`config.mk`:
```
export PLATFORM = sky130hd
export DESIGN_NAME = sdram_port_seq_flat
export DESIGN_NICKNAME = d
export VERILOG_FILES = /design/src/logic/ram_ctrl_pkg.sv /design/src/logic/mem_port_if.sv /design/src/logic/sdram_port_seq.sv /design/src/flat_wrapper.sv
export SDC_FILE = /design/constraint.sdc
export NUM_CORES = 1
export LEC_CHECK = 0
export BUFFER_PORTS_ARGS = -buffer_cell sky130_fd_sc_hd__clkbuf_2
export CORE_UTILIZATION = 36
export CTS_BUF_LIST = sky130_fd_sc_hd__clkbuf_4 sky130_fd_sc_hd__clkbuf_8
export CTS_CLUSTER_DIAMETER = 80
export DETAILED_ROUTE_END_ITERATION = 10
export PLACE_DENSITY = 0.79
export SYNTH_ARGS = -nofsm -noshare
export SYNTH_HDL_FRONTEND = slang
export SYNTH_SLANG_ARGS = --single-unit
```
`constraint.sdc`:
```
create_clock -name clk -period 1.5 [get_ports clk]
set_input_delay 0.225 -clock clk [delete_from_list [all_inputs] [get_ports clk]]
set_output_delay 0.225 -clock clk [all_outputs]
set_load 0.05 [all_outputs]
```
`src/logic/ram_ctrl_pkg.sv`:
```
//----------------------------------------------------------------------
// memory controller shared types
// word and address widths, sequencer state encoding
//----------------------------------------------------------------------

package ram_ctrl_pkg;

   // data path width, both memories
   localparam int WORD_BITS = 32;

   // full address widths as seen on the ports
   localparam int DRAM_ADDR_W = 22;
   localparam int VRAM_ADDR_W = 15;

   typedef logic [WORD_BITS-1:0]   word_t;
   typedef logic [DRAM_ADDR_W-1:0] dram_addr_t;
   typedef logic [VRAM_ADDR_W-1:0] vram_addr_t;

   // returned for main-memory reads past the populated range
   localparam word_t all_ones_word = 32'hffffffff;

   //----------------------------------------------------------------------
   // main-memory sequencer states
   //----------------------------------------------------------------------

   // one-hot, one bit per state
   typedef enum logic [4:0] {
      sd_idle       = 5'b00001,
      sd_read       = 5'b00010,
      sd_read_wait  = 5'b00100,
      sd_write      = 5'b01000,
      sd_write_wait = 5'b10000
   } sd_state_t;

endpackage

```
`src/logic/mem_port_if.sv`:
```
//----------------------------------------------------------------------
// word store access bus
// single-cycle rd/wr strobes from the sequencer, registered read data back
//----------------------------------------------------------------------

interface mem_port_if
   import ram_ctrl_pkg::*;
#(
   parameter int ADDR_BITS = 17
)
();

   // offset within the populated range
   logic [ADDR_BITS-1:0] addr;
   word_t                wdata;
   word_t                rdata;

   // at most one strobe per cycle
   logic                 rd;
   logic                 wr;

   // sequencer side
   modport seq (
      output addr,
      output wdata,
      output rd,
      output wr,
      input  rdata
   );

   // store side, rdata valid the cycle after rd
   modport store (
      input  addr,
      input  wdata,
      input  rd,
      input  wr,
      output rdata
   );

endinterface

```
`src/logic/sdram_port_seq.sv`:
```
//----------------------------------------------------------------------
// main-memory port sequencer
// one-hot FSM turning held req/write levels into single store strobes
//----------------------------------------------------------------------

module sdram_port_seq
   import ram_ctrl_pkg::*;
#(
   parameter int DRAM_ADDR_BITS = 17
)
(
   input  logic       clk,
   input  logic       reset,

   input  dram_addr_t sdram_addr,
   input  word_t      sdram_data_in,
   input  logic       sdram_req,
   input  logic       sdram_write,
   output word_t      sdram_data_out,
   output logic       sdram_ready,
   output logic       sdram_done,

   mem_port_if.seq    mem
);

   sd_state_t state;
   sd_state_t state_next;
   logic      in_range;

   // populated only when nothing above the low bits is set
   assign in_range = (sdram_addr >> DRAM_ADDR_BITS) == '0;

   //----------------------------------------------------------------------
   // state machine
   //----------------------------------------------------------------------

   always_ff @(posedge clk)
   begin
      if (reset)
         state <= sd_idle;
      else
         state <= state_next;
   end

   // req has priority over write when both show up in idle
   always_comb
   begin
      state_next = state;
      case (state)
         sd_idle:
         begin
            if (sdram_req)
               state_next = sd_read;
            else if (sdram_write)
               state_next = sd_write;
         end
         sd_read:
            state_next = sd_read_wait;
         sd_read_wait:
         begin
            // master drops req once it has seen ready
            if (!sdram_req)
               state_next = sd_idle;
         end
         sd_write:
            state_next = sd_write_wait;
         sd_write_wait:
         begin
            if (!sdram_write)
               state_next = sd_idle;
         end
         default:
            state_next = sd_idle;
      endcase
   end

   //----------------------------------------------------------------------
   // store strobes
   //----------------------------------------------------------------------

   assign mem.addr  = sdram_addr[DRAM_ADDR_BITS-1:0];
   assign mem.wdata = sdram_data_in;

   // one cycle each, never for an unpopulated address
   assign mem.rd    = (state == sd_read) && in_range;
   assign mem.wr    = (state == sd_write) && in_range;

   //----------------------------------------------------------------------
   // data return and ready/done levels
   //----------------------------------------------------------------------

   always_ff @(posedge clk)
   begin
      if (reset)
      begin
         sdram_data_out <= '0;
         sdram_ready    <= 1'b0;
         sdram_done     <= 1'b0;
      end
      else
      begin
         // capture once on entry to the read wait, then hold
         if (state == sd_read_wait && !sdram_ready)
            sdram_data_out <= in_range ? mem.rdata : all_ones_word;

         // levels stay up only while the master keeps asking
         sdram_ready <= (state == sd_read_wait) && sdram_req;
         sdram_done  <= (state == sd_write_wait) && sdram_write;
      end
   end

   // state register must stay one-hot
   assert property (@(posedge clk) disable iff (reset) $onehot(state))
      else $error("sdram_port_seq: state %b is not one-hot", state);

   // store never sees a read and a write in one cycle
   assert property (@(posedge clk) disable iff (reset) !(mem.rd && mem.wr))
      else $error("sdram_port_seq: rd and wr high together");

endmodule

```
`src/flat_wrapper.sv`:
```
// flat-port wrapper written by rule: the top's interface ports become plain ports
module sdram_port_seq_flat import ram_ctrl_pkg::*;
#(
   parameter int DRAM_ADDR_BITS = 17
)
  (clk, reset, sdram_addr, sdram_data_in, sdram_req, sdram_write, sdram_data_out, sdram_ready, sdram_done, mem_addr, mem_wdata, mem_rd, mem_wr, mem_rdata);
  mem_port_if mem_i ();
  input  logic clk;
  input  logic reset;
  input  dram_addr_t sdram_addr;
  input  word_t sdram_data_in;
  input  logic sdram_req;
  input  logic sdram_write;
  output word_t sdram_data_out;
  output logic sdram_ready;
  output logic sdram_done;
  output wire logic [$bits(mem_i.addr)-1:0] mem_addr;
  output wire logic [$bits(mem_i.wdata)-1:0] mem_wdata;
  output wire logic [$bits(mem_i.rd)-1:0] mem_rd;
  output wire logic [$bits(mem_i.wr)-1:0] mem_wr;
  input wire logic [$bits(mem_i.rdata)-1:0] mem_rdata;
  assign mem_addr = mem_i.addr;
  assign mem_wdata = mem_i.wdata;
  assign mem_rd = mem_i.rd;
  assign mem_wr = mem_i.wr;
  assign mem_i.rdata = mem_rdata;
  sdram_port_seq #(.DRAM_ADDR_BITS(DRAM_ADDR_BITS)) u_core (.clk(clk), .reset(reset), .sdram_addr(sdram_addr), .sdram_data_in(sdram_data_in), .sdram_req(sdram_req), .sdram_write(sdram_write), .sdram_data_out(sdram_data_out), .sdram_ready(sdram_ready), .sdram_done(sdram_done), .mem(mem_i));
endmodule
```
# After elaboration in Yosys (flattened, before gate mapping)
# Cells that the tools add are included.
[op_classes]
n_eq_ne = 8
muxes = 6
n_reduce_logical = 8
[op_table]
columns = ["op", "n"]
rows = [
  ["32-bit two-way mux", 1],
  ["5-bit case mux with 5 select lines", 1],
  ["22-bit logical NOT", 1],
  ["5-bit two-way mux", 4],
  ["5-bit by 1-bit equality test with 1-bit output, second input constant", 1],
  ["5-bit by 2-bit equality test with 1-bit output, second input constant", 1],
  ["5-bit by 3-bit equality test with 1-bit output, second input constant", 1],
  ["5-bit by 4-bit equality test with 1-bit output, second input constant", 1],
  ["5-bit equality test, second input constant", 1],
  ["1-bit logical AND", 5],
  ["2-bit inequality test, second input constant", 2],
  ["3-bit inequality test, second input constant", 1],
  ["3-bit AND reduction", 1],
  ["1-bit logical NOT", 1],
]
[word_totals]
reg_bits = 39

# Depth between registers and ports, before layout
[depth]
ltp_word = 3
ltp_mapped = 6
mapped_depth_nobuf = 3

# Worst setup path before layout
# Ideal clock, no wire load.
[synth_timing]
path_type = "flip-flop to output port"
startpoint = "reg u_core.state[0]"
endpoint = "out mem_wr"
arrival_time_ns = 2.317
setup_slack_ns = -1.042
stages_incl_launch_ff = 4
path_cell_list = "dfxtp_1 buf_2 or3_1 nor4_1"
[synth_between]
elab_chain_cells = 2
[synth_rtl]
columns = ["element", "line_no", "text"]
rows = [
  ["from (decl)", "sdram_port_seq.sv:26", "sd_state_t state;"],
  ["from (signal assigned)", "sdram_port_seq.sv:40", "state <= sd_idle;"],
  ["from (signal assigned)", "sdram_port_seq.sv:42", "state <= state_next;"],
  ["5-bit by 4-bit equality test with 1-bit output", "sdram_port_seq.sv:86", "assign mem.wr = (state == sd_write) && in_range;"],
  ["1-bit logical AND", "sdram_port_seq.sv:86", ""],
  ["to (decl)", "flat_wrapper.sv:20", "output wire logic [$bits(mem_i.wr)-1:0] mem_wr;"],
]
# No other way between the ends.

# Worst setup path in the final report
[layout_timing]
startpoint = "reg u_core.state[1]"
endpoint = "out mem_wr"
# Same word-level chain as after synthesis.

==> metrics.txt <==
crit path DAT roughly 1.4 ns; power per cell area about 840 nW/um^2; Async SR Flop Fraction 0; Net Sw Power 0.593 mW; Clock Latency Late Sink just under 0.3 ns; largest net degree at the start of global routing 23; Fin Clk Skew 0.0103 ns; Post-DP HPWL between 3000 and 4000 um; XOR/XNOR share of the synthesized area 0.00418; routability cong. ~0.85; Tot GR Track Use 0.169; DRT Pass-1 Iters 4; Max Clk Rate about 0.62 GHz; CP Capture Type primary output; vias in the first global route between 1,500 and 2,000; kind of critical path flip-flop to primary output; max cap viols 0; Post-synth EDFFs 0; Slew Viols, Final 0; post-route setup TNS -0.167 ns; # hold bufs at CTS 0; Switching Fraction 0.271; Ys Warns 0; Sink Count 39; final hold violation count 0; Max-slew headroom 0.803; Worst-Margin Slew just under 0.3 ns; post-synthesis compound-gate area fraction 0.240; total CTS buffers 5; most instantiated library cell after synthesis buf_4; static leakage between 1 and 1.5 nW; area delta synth->final 23.8%; ANT cells 0; H-tree depth 2; share of post-route cells with drive strength above 1 0.555; CP max FO 2; post-synthesis cell count ~230; combinational family with the most area after synthesis buffers and inverters; TritonCTS clock tree built; most frequent cells after synthesis 49 x buf_4, 39 x dfxtp_1, 33 x a21oi_1; clock-pin slew on the worst setup and hold paths 0.08 ns; outcome finished with violations; Place WS -0.204 ns; Flop pwr share 0.490; sequential area share after synthesis 0.372; Final setup violation count 2; Max VDD drop approximately 0.59 mV; root buf cell clkbuf_8; core area around 5600 sq um; hold_ws ~0.16 ns; fin cells 344; Routed wire per std cell 15.1 um; WP data required 1.27 ns; Synth top area share 0.372; Die X 78.3 um; Vias/cell approximately 4.8; area leader, netlist dfxtp_1; GRT overflow 0; syn avg cell area 8.96 sq um; Synth Area in Adders 0; Total Wirelength roughly 5200 um; Tcrit/Tclk final 1.07; failing checks negative setup slack; Final ANT Viol Nets 0; IO Pins around 180; Placed Cells 329; Internal approximately 1.6 mW; unique cell type count in the Yosys netlist 34; Logic pwr share 0.187; Initial DRC Count between 70 and 80; Setup crit start kind flip-flop; PortBufs 76; Syn Nets ~320; Total Power approximately 2.2 mW; Mapped Area 2100 sq um; mux contribution to synthesized area 0.00537; layout net count 362; initial antenna violation count 0; predominant post-synthesis flop cell dfxtp_1; first-pass GRT wire length approximately 8100 um; setup ws final -0.104 ns; Seq cells post-synth 39; hold crit path type primary input to flip-flop; Tmin final about 1.6 ns; Die Ht just under 80 um; clock network fraction of design power 0.322; Initial Util 0.376; Synth area leaders dfxtp_1 37%, buf_4 18%, a21oi_1 7.9%; Post-Synth Simple-Gate Area 0.0877; clk buf depth 2; RSZ-0062 raised after global routing yes; die area roughly 6100 sq um; Vias 1,657; cell row count 27; DRC 0
per-stage QoR:
step	util	instance area, sq um
4_1_cts	0.458	2550
6_report	0.466	2600
5_1_grt	0.466	2600
3_3_place_gp	0.417	2320
3_5_place_dp	0.417	2320
2_1_floorplan	-	2210
kinds of logic after synthesis:
kind of cell	after synthesis
flops	39
buf+inv	99
xor+xnor	1
compound gates	69
simple gates	25
mux	1
layout make-up:
| class | count | area [sq um] |
|---|---|---|
| clock buffers | 6 | 82.6 |
| clock inverters | 1 | 5.00 |
| fillers | 547 | 2980 |
| inverters | 32 | 120 |
| multi-input cells | 96 | 853 |
| flip-flops and latches | 39 | 793 |
| well taps | 72 | 90.1 |
| repair buffers | 98 | 652 |
placed cells by master, fill, tap and decap left out, types with 2 or more instances in the layout:
master and n:
clkbuf_8 7, a21oi_1 33, buf_4 13, a211oi_1 2
nor4_4 2, buf_6 4, dfxtp_1 33, nor2_1 4
nor3_4 2, buf_16 2, buf_8 2, buf_12 2
a211oi_2 30, dfxtp_2 4, inv_1 32, nor3b_1 2
nand3b_1 5, dfxtp_4 2, clkbuf_2 74
worst max-delay path, stage by stage, from the launching register on:
cell	delay (ns)
dfxtp_2	0.33
or3_4	0.40
nor4_4	0.14
clkbuf_8	0.22
sequential cells by signal, indices dropped and copies added (netlist names):
register / count
u_core.sdram_data_out: 32
u_core.sdram_done: 1
u_core.sdram_ready: 1
u_core.state: 5
metal layers:
layer  vias to the layer above  global-route usage  part of all wire  routed length, um
li1                        815                   -                 -                  -
met1                       756               0.202              0.38               2000
met2                        73               0.290              0.52               2720
met3                        13              0.0465             0.069                359
met4                         0              0.0556             0.023                118
met5                         -                   0                 0                  0
path summary, 6_finish.rpt:
path | endpoint | slack, ns | from | cells after the start
worst max-delay path | mem_wr | -0.10 | u_core.state[1]$_SDFFE_PP0P_ | 3
worst min-delay path | u_core.state[3]$_SDFFE_PP0P_ | 0.16 | sdram_req | 2
worst max register to register | u_core.state[0]$_SDFFE_PP1P_ | 0.04 | u_core.state[4]$_SDFFE_PP0P_ | 4
worst min register to register | u_core.sdram_data_out[16]$_SDFFE_PP0P_ | 0.53 | u_core.sdram_data_out[16]$_SDFFE_PP0P_ | 2
power by group through the flow:
stage / clock network, mW / registers (mW) / logic [mW]
5_1_grt: 0.790 / 1.07 / 0.449
3_3_place_gp: 0 / 1.09 / 0.352
6_report: 0.705 / 1.07 / 0.409
3_5_place_dp: 0 / 1.09 / 0.357
2_1_floorplan: 0 / 1.12 / 0.552
4_1_cts: 0.731 / 1.07 / 0.383
repair_timing:
item                       in CTS  in global routing
gates resized for setup        13                 13
setup endpoints to repair      23                 33
buffers inserted                4                  3
cloned                          2                  0
pin swaps                       4                  4
Power figures use the tool's default switching activity.
